==> config.mk <==
export PLATFORM = sky130hd
export DESIGN_NAME = axi_read_router
export DESIGN_NICKNAME = d
export VERILOG_FILES = /design/src/logic/axi_read_pkg.sv /design/src/logic/route_map_pkg.sv /design/src/logic/axi_read_router.sv /design/src/logic/decerr_beat_counter.sv /design/src/logic/read_return_mux.sv /design/src/logic/read_route_fsm.sv /design/src/logic/region_decoder.sv
export SDC_FILE = /design/constraint.sdc
export NUM_CORES = 1
export LEC_CHECK = 0
export BUFFER_PORTS_ARGS = -buffer_cell sky130_fd_sc_hd__clkbuf_2
export CAP_MARGIN = 40
export CORE_ASPECT_RATIO = 0.6
export CORE_MARGIN = 4
export CORE_UTILIZATION = 38
export DETAILED_ROUTE_END_ITERATION = 7
export PLACE_DENSITY = 0.79
export SYNTH_ARGS = -nofsm -noshare
export SYNTH_HDL_FRONTEND = slang
export SYNTH_SLANG_ARGS = --single-unit
==> constraint.sdc <==
create_clock -name clk -period 3 [get_ports clk]
set_input_delay 0.45 -clock clk [delete_from_list [all_inputs] [get_ports clk]]
set_output_delay 0.45 -clock clk [all_outputs]
set_load 0.05 [all_outputs]
==> src/logic/axi_read_pkg.sv <==
// AXI4 read-channel field widths, field types and response codes.
// Shared by the router blocks and the testbench client models.

`default_nettype none

package axi_read_pkg;

    //////////////////////////////////////////////////////////////////////
    // Bus widths
    //////////////////////////////////////////////////////////////////////

    localparam int ADDR_WIDTH = 34;
    localparam int ID_WIDTH   = 4;
    localparam int DATA_WIDTH = 32;

    //////////////////////////////////////////////////////////////////////
    // AR and R field types
    //////////////////////////////////////////////////////////////////////

    typedef logic [ADDR_WIDTH-1:0] addr_t;
    typedef logic [ID_WIDTH-1:0]   id_t;
    typedef logic [DATA_WIDTH-1:0] data_t;

    // Beats per burst minus one
    typedef logic [7:0] len_t;
    typedef logic [2:0] size_t;
    typedef logic [1:0] burst_t;
    typedef logic [2:0] prot_t;
    typedef logic [1:0] resp_t;

    //////////////////////////////////////////////////////////////////////
    // Response codes
    //////////////////////////////////////////////////////////////////////

    localparam resp_t RESP_OKAY   = 2'b00;
    // Returned for addresses outside every region
    localparam resp_t RESP_DECERR = 2'b11;

endpackage

`default_nettype wire

==> src/logic/route_map_pkg.sv <==
// Routing types: the client number carried through the router and the
// states of the route controller.

`default_nettype none

package route_map_pkg;

    // Up to four downstream clients
    localparam int CLIENT_BITS = 2;

    typedef logic [CLIENT_BITS-1:0] client_idx_t;

    // Route controller states
    typedef enum logic [1:0] {
        ROUTE_IDLE,
        ROUTE_ACTIVE,
        ROUTE_DECERR
    } route_state_t;

endpackage

`default_nettype wire

==> src/logic/axi_read_router.sv <==
// 1-to-N AXI4 read router top level. One upstream AR/R port is routed to
// the client that owns the address; unmapped reads get a DECERR burst.

`timescale 1ns/1ns
`default_nettype none

module axi_read_router #(
    parameter int NUM_CLIENTS  = 2,
    parameter int REGION_COUNT = 3,
    parameter axi_read_pkg::addr_t REGION_BASE [REGION_COUNT] =
        '{34'h0_0000, 34'h1_0000, 34'h2_0000},
    parameter axi_read_pkg::addr_t REGION_END [REGION_COUNT] =
        '{34'h0_1000, 34'h1_4000, 34'h2_1000},
    // Region 2 lands at client-0 addresses 0x1000 and up
    parameter axi_read_pkg::addr_t REGION_CLIENT_BASE [REGION_COUNT] =
        '{34'h0_0000, 34'h1_0000, 34'h1_F000},
    parameter route_map_pkg::client_idx_t REGION_CLIENT [REGION_COUNT] =
        '{2'd0, 2'd1, 2'd0}
) (
    input  wire                                         clk,
    input  wire                                         rst_n,

    // Upstream AR
    input  wire                                         up_arvalid,
    output wire                                         up_arready,
    input  wire axi_read_pkg::addr_t                    up_araddr,
    input  wire axi_read_pkg::len_t                     up_arlen,
    input  wire axi_read_pkg::size_t                    up_arsize,
    input  wire axi_read_pkg::burst_t                   up_arburst,
    input  wire axi_read_pkg::id_t                      up_arid,
    input  wire                                         up_arlock,
    input  wire axi_read_pkg::prot_t                    up_arprot,

    // Upstream R
    output wire                                         up_rvalid,
    input  wire                                         up_rready,
    output wire axi_read_pkg::data_t                    up_rdata,
    output wire axi_read_pkg::resp_t                    up_rresp,
    output wire axi_read_pkg::id_t                      up_rid,
    output wire                                         up_rlast,

    // Downstream AR, packed by client
    output wire [NUM_CLIENTS-1:0]                       dn_arvalid,
    input  wire [NUM_CLIENTS-1:0]                       dn_arready,
    output wire axi_read_pkg::addr_t                    dn_araddr,
    output wire axi_read_pkg::len_t                     dn_arlen,
    output wire axi_read_pkg::size_t                    dn_arsize,
    output wire axi_read_pkg::burst_t                   dn_arburst,
    output wire axi_read_pkg::id_t                      dn_arid,
    output wire                                         dn_arlock,
    output wire axi_read_pkg::prot_t                    dn_arprot,

    // Downstream R, packed by client
    input  wire [NUM_CLIENTS-1:0]                       dn_rvalid,
    output wire [NUM_CLIENTS-1:0]                       dn_rready,
    input  wire [NUM_CLIENTS*axi_read_pkg::DATA_WIDTH-1:0] dn_rdata,
    input  wire [NUM_CLIENTS*2-1:0]                     dn_rresp,
    input  wire [NUM_CLIENTS*axi_read_pkg::ID_WIDTH-1:0] dn_rid,
    input  wire [NUM_CLIENTS-1:0]                       dn_rlast
);

    import axi_read_pkg::*;
    import route_map_pkg::*;

    logic        dec_hit;
    logic        dec_load;
    client_idx_t sel_client;
    logic        cnt_load;
    logic        cnt_step;
    logic        cnt_last;
    logic        err_beat;
    id_t         err_id;
    logic        up_rvalid_gate;

    // Only the address is rebased
    assign dn_arlen   = up_arlen;
    assign dn_arsize  = up_arsize;
    assign dn_arburst = up_arburst;
    assign dn_arid    = up_arid;
    assign dn_arlock  = up_arlock;
    assign dn_arprot  = up_arprot;

    read_route_fsm #(
        .NUM_CLIENTS (NUM_CLIENTS)
    ) u_fsm (
        .clk            (clk),
        .rst_n          (rst_n),
        .up_arvalid     (up_arvalid),
        .up_rready      (up_rready),
        .dec_hit        (dec_hit),
        .sel_client     (sel_client),
        .dn_arready     (dn_arready),
        .dn_rvalid      (dn_rvalid),
        .dn_rlast       (dn_rlast),
        .cnt_last       (cnt_last),
        .up_arready     (up_arready),
        .up_rvalid_gate (up_rvalid_gate),
        .dn_arvalid     (dn_arvalid),
        .dn_rready      (dn_rready),
        .dec_load       (dec_load),
        .cnt_load       (cnt_load),
        .cnt_step       (cnt_step),
        .err_beat       (err_beat)
    );

    region_decoder #(
        .NUM_CLIENTS        (NUM_CLIENTS),
        .REGION_COUNT       (REGION_COUNT),
        .REGION_BASE        (REGION_BASE),
        .REGION_END         (REGION_END),
        .REGION_CLIENT_BASE (REGION_CLIENT_BASE),
        .REGION_CLIENT      (REGION_CLIENT)
    ) u_decoder (
        .clk        (clk),
        .rst_n      (rst_n),
        .araddr     (up_araddr),
        .dec_load   (dec_load),
        .dec_hit    (dec_hit),
        .sel_client (sel_client),
        .dn_araddr  (dn_araddr)
    );

    decerr_beat_counter u_counter (
        .clk      (clk),
        .rst_n    (rst_n),
        .cnt_load (cnt_load),
        .arlen    (up_arlen),
        .arid     (up_arid),
        .cnt_step (cnt_step),
        .cnt_last (cnt_last),
        .err_id   (err_id)
    );

    read_return_mux #(
        .NUM_CLIENTS (NUM_CLIENTS)
    ) u_return_mux (
        .sel_client     (sel_client),
        .err_beat       (err_beat),
        .err_id         (err_id),
        .up_rvalid_gate (up_rvalid_gate),
        .dn_rdata       (dn_rdata),
        .dn_rresp       (dn_rresp),
        .dn_rid         (dn_rid),
        .dn_rlast       (dn_rlast),
        .dn_rvalid      (dn_rvalid),
        .cnt_last       (cnt_last),
        .up_rvalid      (up_rvalid),
        .up_rdata       (up_rdata),
        .up_rresp       (up_rresp),
        .up_rid         (up_rid),
        .up_rlast       (up_rlast)
    );

endmodule

`default_nettype wire

==> src/logic/decerr_beat_counter.sv <==
// Beat counter for locally generated DECERR bursts. Loaded with arlen and
// the AR id on a decode miss, stepped once per accepted error beat.

`timescale 1ns/1ns
`default_nettype none

module decerr_beat_counter (
    input  wire                    clk,
    input  wire                    rst_n,
    input  wire                    cnt_load,
    input  wire axi_read_pkg::len_t arlen,
    input  wire axi_read_pkg::id_t  arid,
    input  wire                    cnt_step,
    output logic                   cnt_last,
    output axi_read_pkg::id_t      err_id
);

    import axi_read_pkg::*;

    // Beats still to send after the current one
    len_t beats_left;

    always_ff @(posedge clk) begin
        if (!rst_n) begin
            beats_left <= '0;
        end else if (cnt_load) begin
            beats_left <= arlen;
        end else if (cnt_step && beats_left != '0) begin
            beats_left <= beats_left - 1'b1;
        end
    end

    // Echoed on every error beat
    always_ff @(posedge clk) begin
        if (cnt_load) begin
            err_id <= arid;
        end
    end

    assign cnt_last = (beats_left == '0);

endmodule

`default_nettype wire

==> src/logic/read_return_mux.sv <==
// Upstream R channel source. Picks the selected client's R slice, or
// builds a DECERR beat while the controller is in the error state.

`timescale 1ns/1ns
`default_nettype none

module read_return_mux #(
    parameter int NUM_CLIENTS = 2
) (
    input  wire route_map_pkg::client_idx_t             sel_client,
    input  wire                                         err_beat,
    input  wire axi_read_pkg::id_t                      err_id,
    input  wire                                         up_rvalid_gate,
    input  wire [NUM_CLIENTS*axi_read_pkg::DATA_WIDTH-1:0] dn_rdata,
    input  wire [NUM_CLIENTS*2-1:0]                     dn_rresp,
    input  wire [NUM_CLIENTS*axi_read_pkg::ID_WIDTH-1:0] dn_rid,
    input  wire [NUM_CLIENTS-1:0]                       dn_rlast,
    input  wire [NUM_CLIENTS-1:0]                       dn_rvalid,
    input  wire                                         cnt_last,
    output logic                                        up_rvalid,
    output axi_read_pkg::data_t                         up_rdata,
    output axi_read_pkg::resp_t                         up_rresp,
    output axi_read_pkg::id_t                           up_rid,
    output logic                                        up_rlast
);

    import axi_read_pkg::*;
    import route_map_pkg::*;

    logic  sel_valid;
    data_t sel_data;
    resp_t sel_resp;
    id_t   sel_id;
    logic  sel_last;

    // Slice of the selected client
    always_comb begin
        sel_valid = 1'b0;
        sel_data  = '0;
        sel_resp  = RESP_OKAY;
        sel_id    = '0;
        sel_last  = 1'b0;
        for (int c = 0; c < NUM_CLIENTS; c++) begin
            if (sel_client == client_idx_t'(c)) begin
                sel_valid = dn_rvalid[c];
                sel_data  = dn_rdata[c*DATA_WIDTH +: DATA_WIDTH];
                sel_resp  = dn_rresp[c*2 +: 2];
                sel_id    = dn_rid[c*ID_WIDTH +: ID_WIDTH];
                sel_last  = dn_rlast[c];
            end
        end
    end

    always_comb begin
        if (err_beat) begin
            up_rvalid = 1'b1;
            up_rdata  = '0;
            up_rresp  = RESP_DECERR;
            up_rid    = err_id;
            up_rlast  = cnt_last;
        end else begin
            up_rvalid = sel_valid & up_rvalid_gate;
            up_rdata  = sel_data;
            up_rresp  = sel_resp;
            up_rid    = sel_id;
            up_rlast  = sel_last;
        end
    end

endmodule

`default_nettype wire

==> src/logic/read_route_fsm.sv <==
// Route controller of the read router. Decides between routing and a
// local DECERR burst and gates every AR and R handshake.

`timescale 1ns/1ns
`default_nettype none

module read_route_fsm #(
    parameter int NUM_CLIENTS = 2
) (
    input  wire                                clk,
    input  wire                                rst_n,
    input  wire                                up_arvalid,
    input  wire                                up_rready,
    input  wire                                dec_hit,
    input  wire route_map_pkg::client_idx_t    sel_client,
    input  wire [NUM_CLIENTS-1:0]              dn_arready,
    input  wire [NUM_CLIENTS-1:0]              dn_rvalid,
    input  wire [NUM_CLIENTS-1:0]              dn_rlast,
    input  wire                                cnt_last,
    output logic                               up_arready,
    output logic                               up_rvalid_gate,
    output logic [NUM_CLIENTS-1:0]             dn_arvalid,
    output logic [NUM_CLIENTS-1:0]             dn_rready,
    output logic                               dec_load,
    output logic                               cnt_load,
    output logic                               cnt_step,
    output logic                               err_beat
);

    import route_map_pkg::*;

    route_state_t state, state_nxt;
    logic         ar_done, ar_done_nxt;
    logic         r_done, r_done_nxt;

    logic sel_arready;
    logic sel_rvalid;
    logic sel_rlast;

    //////////////////////////////////////////////////////////////////////
    // Selected client view
    //////////////////////////////////////////////////////////////////////

    always_comb begin
        sel_arready = 1'b0;
        sel_rvalid  = 1'b0;
        sel_rlast   = 1'b0;
        for (int c = 0; c < NUM_CLIENTS; c++) begin
            if (sel_client == client_idx_t'(c)) begin
                sel_arready = dn_arready[c];
                sel_rvalid  = dn_rvalid[c];
                sel_rlast   = dn_rlast[c];
            end
        end
    end

    //////////////////////////////////////////////////////////////////////
    // Next state and handshake gating
    //////////////////////////////////////////////////////////////////////

    always_comb begin
        state_nxt      = state;
        ar_done_nxt    = ar_done;
        r_done_nxt     = r_done;
        up_arready     = 1'b0;
        up_rvalid_gate = 1'b0;
        dn_arvalid     = '0;
        dn_rready      = '0;
        dec_load       = 1'b0;
        cnt_load       = 1'b0;
        cnt_step       = 1'b0;
        err_beat       = 1'b0;

        case (state)
            ROUTE_IDLE: begin
                if (up_arvalid) begin
                    if (dec_hit) begin
                        dec_load  = 1'b1;
                        state_nxt = ROUTE_ACTIVE;
                    end else begin
                        // Miss is accepted right away
                        up_arready = 1'b1;
                        cnt_load   = 1'b1;
                        state_nxt  = ROUTE_DECERR;
                    end
                end
            end

            ROUTE_ACTIVE: begin
                for (int c = 0; c < NUM_CLIENTS; c++) begin
                    if (sel_client == client_idx_t'(c)) begin
                        dn_arvalid[c] = up_arvalid & ~ar_done;
                        dn_rready[c]  = up_rready & ~r_done;
                    end
                end
                up_arready     = sel_arready & ~ar_done;
                up_rvalid_gate = ~r_done;

                if (up_arvalid && up_arready) begin
                    ar_done_nxt = 1'b1;
                end
                if (sel_rvalid && sel_rlast && up_rready && !r_done) begin
                    r_done_nxt = 1'b1;
                end

                // Both channels finished
                if (ar_done_nxt && r_done_nxt) begin
                    state_nxt   = ROUTE_IDLE;
                    ar_done_nxt = 1'b0;
                    r_done_nxt  = 1'b0;
                end
            end

            ROUTE_DECERR: begin
                err_beat = 1'b1;
                cnt_step = up_rready;
                if (up_rready && cnt_last) begin
                    state_nxt = ROUTE_IDLE;
                end
            end

            default: begin
                state_nxt = ROUTE_IDLE;
            end
        endcase
    end

    always_ff @(posedge clk) begin
        if (!rst_n) begin
            state   <= ROUTE_IDLE;
            ar_done <= 1'b0;
            r_done  <= 1'b0;
        end else begin
            state   <= state_nxt;
            ar_done <= ar_done_nxt;
            r_done  <= r_done_nxt;
        end
    end

endmodule

`default_nettype wire

==> src/logic/region_decoder.sv <==
// Address region lookup for the read router. Compares the upstream AR
// address with the region table and latches client and local address.

`timescale 1ns/1ns
`default_nettype none

module region_decoder #(
    parameter int NUM_CLIENTS  = 2,
    parameter int REGION_COUNT = 1,
    parameter axi_read_pkg::addr_t REGION_BASE [REGION_COUNT] = '{default: '0},
    parameter axi_read_pkg::addr_t REGION_END [REGION_COUNT] = '{default: '0},
    parameter axi_read_pkg::addr_t REGION_CLIENT_BASE [REGION_COUNT] = '{default: '0},
    parameter route_map_pkg::client_idx_t REGION_CLIENT [REGION_COUNT] = '{default: '0}
) (
    input  wire                          clk,
    input  wire                          rst_n,
    input  wire axi_read_pkg::addr_t     araddr,
    input  wire                          dec_load,
    output logic                         dec_hit,
    output route_map_pkg::client_idx_t   sel_client,
    output axi_read_pkg::addr_t          dn_araddr
);

    import axi_read_pkg::*;
    import route_map_pkg::*;

    client_idx_t hit_client;
    addr_t       hit_addr;

    // Later regions override earlier ones on overlap.
    // A region pointing at a missing client never matches
    always_comb begin
        dec_hit    = 1'b0;
        hit_client = '0;
        hit_addr   = '0;
        for (int i = 0; i < REGION_COUNT; i++) begin
            if (araddr >= REGION_BASE[i] && araddr < REGION_END[i]
                    && int'(REGION_CLIENT[i]) < NUM_CLIENTS) begin
                dec_hit    = 1'b1;
                hit_client = REGION_CLIENT[i];
                hit_addr   = araddr - REGION_CLIENT_BASE[i];
            end
        end
    end

    // Held for the whole transaction
    always_ff @(posedge clk) begin
        if (!rst_n) begin
            sel_client <= '0;
        end else if (dec_load) begin
            sel_client <= hit_client;
        end
    end

    always_ff @(posedge clk) begin
        if (dec_load) begin
            dn_araddr <= hit_addr;
        end
    end

endmodule

`default_nettype wire

==> results of run 1 <==
==> final timing paths <==
path                              to  slack (ns)
max                       up_arready        0.20
min              u_counter.err_id[3]        0.35
max reg2reg  u_counter.beats_left[5]        0.94
min reg2reg  u_counter.beats_left[7]        0.53
==> routing by layer <==
metal  track usage (%)  up-vias  wire length (µm)  part of all wire, %
li1                  -     1609                 -                    -
met1             28.40     1495              4931                   45
met2             29.55      131              5105                   47
met3             5.256        8               875                  8.0
met4             3.249        0                63                 0.57
met5                 0        -                 0                    0
==> report_power, final <==
part	internal [mW]	switching [mW]
Combinational	0.160	0.351
Clock	0.318	0.270
Sequential	0.763	0.0117
Total	1.24	0.633
==> logic make-up after synthesis <==
group,synth area share [%]
xor+xnor,1.565
flops,41.74
mux,12.52
simple gates,20.16
compound gates,11.52
fa+ha+maj,3.355
buf+inv,9.131
==> worst max-delay path: cells and delay by family <==
family,cells,cell delay (ns)
compound gates,2,0.59
buf+inv,3,0.57
simple gates,3,0.54
fa+ha+maj,1,0.20
==> cells in the mapped netlist (3+ instances only) <==
cell	count
nor2_1	51
mux2i_1	42
edfxtp_1	38
o21ai_0	24
buf_4	22
inv_1	16
nor2b_1	15
dfxtp_1	13
nand2_1	12
a21oi_1	10
nor3_1	10
ha_1	9
nand3_1	7
clkbuf_1	6
a211oi_1	4
nand4_1	4
nor4_1	4
xnor2_1	4
and3_1	3
buf_1	3
buf_2	3
==> stage by stage <==
| stage | cells | TNS (ns) | setup slack, ns | cell area (µm²) | total power [mW] |
|---|---|---|---|---|---|
| 2_1_floorplan | 343 | -0.004098 | -0.002049 | 3357 | 1.163 |
| 3_3_place_gp | 646 | 0 | 0.2671 | 4433 | 1.288 |
| 3_5_place_dp | 646 | 0 | 0.2101 | 4433 | 1.299 |
| 4_1_cts | 654 | 0 | 0.2052 | 4587 | 1.886 |
| 5_1_grt | 654 | 0 | 0.05050 | 4587 | 1.960 |
| 6_report | 654 | 0 | 0.1969 | 4587 | 1.875 |
==> registers in the layout, summed over array words and instances, names as in the netlist <==
| register | count |
|---|---|
| u_decoder.sel_client | 1 |
| u_fsm.ar_done | 1 |
| u_counter.err_id | 4 |
| u_counter.beats_left | 8 |
| u_decoder.dn_araddr | 34 |
| u_fsm.r_done | 1 |
| u_fsm.state | 2 |
==> cell type report <==
type                            count  share of cell area, %
Inverter                           16                  1.309
Sequential cell                    51                  30.58
Clock buffer                        5                  2.728
Clock inverter                      3                 0.6274
Multi-Input combinational cell    239                  35.95
Timing Repair Buffer              228                  25.75
Tap cell                          112                  3.055
==> results.json, run 1 <==
{
  "status": "finished clean",
  "hold_buffers": 0,
  "ys.flop_type": "edfxtp_1",
  "layout_common_cells": "222 x clkbuf_2, 51 x nor2_1, 42 x mux2i_1, 38 x edfxtp_1, 24 x o21ai_0",
  "cp.arrival_ns": 2.35,
  "antenna_cells": 0,
  "drtIter0Drc": 328,
  "die_h_um": 80.81,
  "drc": 0,
  "final_core_util_pct": 53.61,
  "crit_start": "up_araddr[16]",
  "clk_path_buf_depth": 2,
  "peakVddDrop_uv": 235.2,
  "clock_sink_count": 51,
  "seq_area_frac_synth_pct": 41.74,
  "synthesis.nets": 493,
  "rsz0062_at_grt": "false",
  "drv_slew": 0,
  "firstDrtPassIters": 4,
  "gp_congestion": 0.9249,
  "grt_pass1_wl_mm": 15.85,
  "ys_warn_count": 0,
  "max-slew-margin-rel_pct": 39.16,
  "p_leak_nw": 2.162,
  "ctsResizeCount": 0,
  "grt.total_usage_pct": 19.51,
  "finClkSkew_ns": 0.005145,
  "grt_overflow": 0,
  "hold_viol": 0,
  "synth_top_area_cell": "edfxtp_1",
  "max_stage_delay_ns": 0.51,
  "rows": 26,
  "slowest_stage": "a211o_2",
  "holdPathStages": 1,
  "yosysUniqueCellTypes": 53,
  "drive_above_1_share_pct": 45.94,
  "grt_start_max_net_pins": 41,
  "critPathMaxFanout": 15,
  "chipWidth_um": 129.3,
  "syn_area_mm2": 0.003357,
  "num_vias": 3243,
  "cts_tree": "built",
  "synth_edf_count": 38,
  "cts_setup_buffers": 0,
  "clk_latency_ns": 0.29,
  "setup_viol_count_final": 0,
  "max-cap-violations": 0,
  "synthTopCellsByArea": "edfxtp_1 34%, mux2i_1 13%, dfxtp_1 7.8%, nor2_1 5.7%, buf_4 4.9%",
  "synth_area_per_cell_um2": 9.787,
  "antenna_found_initial": 0,
  "crit_type": "in2out",
  "crit_path_start_kind": "input port",
  "area_delta_synth_final_pct": 36.64,
  "clkSlewWorstSetupHoldPaths_ns": 0.07,
  "min_path_type": "in2reg",
  "port_buffers": 222,
  "period_share_pct": 93.44,
  "fill_cells": 798,
  "final_common_cell": "clkbuf_2",
  "r2r_start": "u_counter.beats_left[2]",
  "nNetsFinal": 691,
  "whs_ns": 0.3492,
  "ff_latch_area_mm2": 0.001403,
  "period_needed_ns": 2.803,
  "worstRegToRegCells": 6,
  "floorplan.initialDensity_pct": 39.24,
  "max_freq_mhz": 356.7,
  "max_slew.worst_pin.slew_ns": 0.9126,
  "synthArstFlopShare_pct": 0,
  "ys_seq_elements": 51,
  "cts.htree.levels": 2,
  "wire_per_inst_um": 16.78,
  "vias_per_cell": 4.959,
  "grt_pass1_vias": 3094,
  "crit_path_end_kind": "primary output",
  "clockRootBuffer": "clkbuf_16",
  "hpwl_mm": 9.185,
  "syn_inst": 343,
  "io_pins": 241,
  "worstPathCellList": "clkbuf_2 -> inv_1 -> ha_1 -> nor4bb_1 -> nand4_1 -> a211o_2 -> nand4_4 -> o31ai_1 -> clkbuf_2",
  "ant_nets": 0,
  "cts_inserted_buffers": 5,
  "required_ns": 2.55,
  "drt-total-wl_mm": 10.98,
  "yosys.area.top_type_share_pct": 33.99,
  "power.density_mw_per_mm2": 408.8,
  "multiInputGateArea_mm2": 0.001649,
  "die_area_mm2": 0.01045,
  "cp_common_cell": "clkbuf_2",
  "hp-start": "up_arid[3]",
  "fp.coreArea_mm2": 0.008556
}
Note: power is estimated with default switching activity, not from simulation.
==> inputs of run 2 (changes only) <==
--- a/config.mk
+++ b/config.mk
@@ -12,6 +12,7 @@
 export CORE_UTILIZATION = 38
 export DETAILED_ROUTE_END_ITERATION = 7
 export PLACE_DENSITY = 0.79
+export SETUP_SLACK_MARGIN = 0.3
 export SYNTH_ARGS = -nofsm -noshare
 export SYNTH_HDL_FRONTEND = slang
 export SYNTH_SLANG_ARGS = --single-unit
==> results.json, run 2 (synthesized netlist as in run 1, its figures left out) <==
{
  "status": "finished clean",
  "hold_buffers": 0,
  "drv_slew": 0,
  "layout_common_cells": "221 x clkbuf_2, 51 x nor2_1, 42 x mux2i_1, 38 x edfxtp_1, 24 x o21ai_0",
  "crit_type": "in2out",
  "cts_inserted_buffers": 5,
  "cp.arrival_ns": 2.11,
  "p_int_mw": 1.235,
  "drtIter0Drc": 237,
  "whs_ns": 0.3531,
  "pwr-share-clk_pct": 30.3,
  "grt.total_usage_pct": 18.74,
  "nNetsFinal": 693,
  "finClkSkew_ns": 0.006531,
  "fill_cells": 795,
  "io_pins": 241,
  "crit_start": "up_araddr[16]",
  "setup_viol_count_final": 0,
  "cts_tree": "built",
  "period_share_pct": 85.48,
  "crit_path_end_kind": "primary output",
  "wire_per_inst_um": 16.28,
  "floorplan.initialDensity_pct": 39.24,
  "rsz0062_at_grt": "false",
  "power.density_mw_per_mm2": 399.4,
  "hold_viol": 0,
  "total_power_mw": 1.846,
  "grt_pass1_wl_mm": 15.33,
  "drc": 0,
  "final_common_cell": "clkbuf_2",
  "drive_above_1_share_pct": 46.88,
  "clk_latency_ns": 0.29,
  "clockRootBuffer": "clkbuf_16",
  "top_register": "u_decoder.dn_araddr",
  "p_sw_share_pct": 33.10,
  "clkSlewWorstSetupHoldPaths_ns": 0.06,
  "gp_congestion": 0.8965,
  "vias_per_cell": 5.049,
  "hp-start": "up_arid[2]",
  "largest_register_ffs": 34,
  "grt_start_max_net_pins": 41,
  "peakVddDrop_uv": 207.2,
  "max_freq_mhz": 389.9,
  "min_path_type": "in2reg",
  "place_area_mm2": 0.004442,
  "p_sw_uw": 611.2,
  "port_buffers": 222,
  "clock_sink_count": 51,
  "grt_overflow": 0,
  "seqPwrFrac_pct": 42.0,
  "antenna_cells": 0,
  "r2r_start": "u_counter.beats_left[2]",
  "chipWidth_um": 129.3,
  "drt-total-wl_mm": 10.68,
  "period_needed_ns": 2.564,
  "critPathMaxFanout": 6,
  "p_leak_nw": 2.160,
  "combPwrFrac_pct": 27.7,
  "cts.htree.levels": 2,
  "area_delta_synth_final_pct": 37.72,
  "firstDrtPassIters": 4,
  "final_cell_area_mm2": 0.004623,
  "max-cap-violations": 0,
  "rows": 26,
  "reg.largest.list": "u_decoder.dn_araddr (34), u_counter.beats_left (8), u_counter.err_id (4)",
  "antenna_found_initial": 0,
  "die_area_mm2": 0.01045,
  "fp.coreArea_mm2": 0.008556,
  "ant_nets": 0,
  "hpwl_mm": 8.903,
  "die_h_um": 80.81,
  "max_slew.worst_pin.slew_ns": 0.7797,
  "rrSetupSlack_ns": 0.95,
  "crit_path_start_kind": "input port",
  "fin_tns_setup_ns": 0,
  "clk_path_buf_depth": 2,
  "grt_pass1_vias": 3026,
  "num_vias": 3312,
  "required_ns": 2.55,
  "max-slew-margin-rel_pct": 47.83
}
==> run 2: final cells by class <==
| type | instances | area [µm²] | area share, % |
|---|---|---|---|
| tap | 112 | 140.1 | 3.031 |
| clock buffer | 6 | 128.9 | 2.788 |
| timing repair buffer | 230 | 1199 | 25.93 |
| inverter | 16 | 66.31 | 1.434 |
| multi-input combinational | 239 | 1673 | 36.18 |
| clock inverter | 2 | 13.76 | 0.2977 |
| sequential | 51 | 1403 | 30.34 |
==> run 2: stage by stage <==
step	std cells	worst slack, ns	utilization [%]
after floorplan	343	-0.002049	-
after global placement	646	0.2586	51.92
after detailed placement	646	0.1709	51.92
after CTS	655	0.3339	53.76
after global routing	656	0.3044	54.04
final	656	0.4355	54.04
==> run 2: routing by layer <==
metal	GRT usage, %	share of wire [%]	vias to the layer above
met1	26.63	43	1548
met2	27.53	46	133
met5	0	0	-
met3	6.307	9.2	11
li1	-	-	1620
met4	4.507	1.2	0
==> run 2: power by group through the flow <==
| stage | registers [mW] | logic, mW | clock network [mW] |
|---|---|---|---|
| after floorplan | 0.788 | 0.376 | 0 |
| after global placement | 0.789 | 0.498 | 0 |
| after detailed placement | 0.791 | 0.507 | 0 |
| after CTS | 0.775 | 0.509 | 0.572 |
| after global routing | 0.776 | 0.546 | 0.614 |
| final | 0.775 | 0.511 | 0.560 |
==> run 2: final timing paths <==
kind                                                end  cells past startpoint
worst max-delay path                         up_arready                      9
worst min-delay path                u_counter.err_id[2]                      1
worst max register to register  u_counter.beats_left[5]                      6
worst min register to register  u_counter.beats_left[7]                      2
==> run 2: what timing repair did <==
action	4_1_cts	5_1_grt
gates resized for setup	2	5
pin swaps	1	2
setup buffers	1	1
endpoints found under the setup margin	1	1
==> run 2: critical path, stage by stage <==
cell and delay [ns]:
clkbuf_2 0.13, inv_1 0.18, ha_1 0.21, nor4bb_1 0.21
nand4_1 0.18, a211o_4 0.39, nand4_4 0.07, o31ai_1 0.07
clkbuf_4 0.22
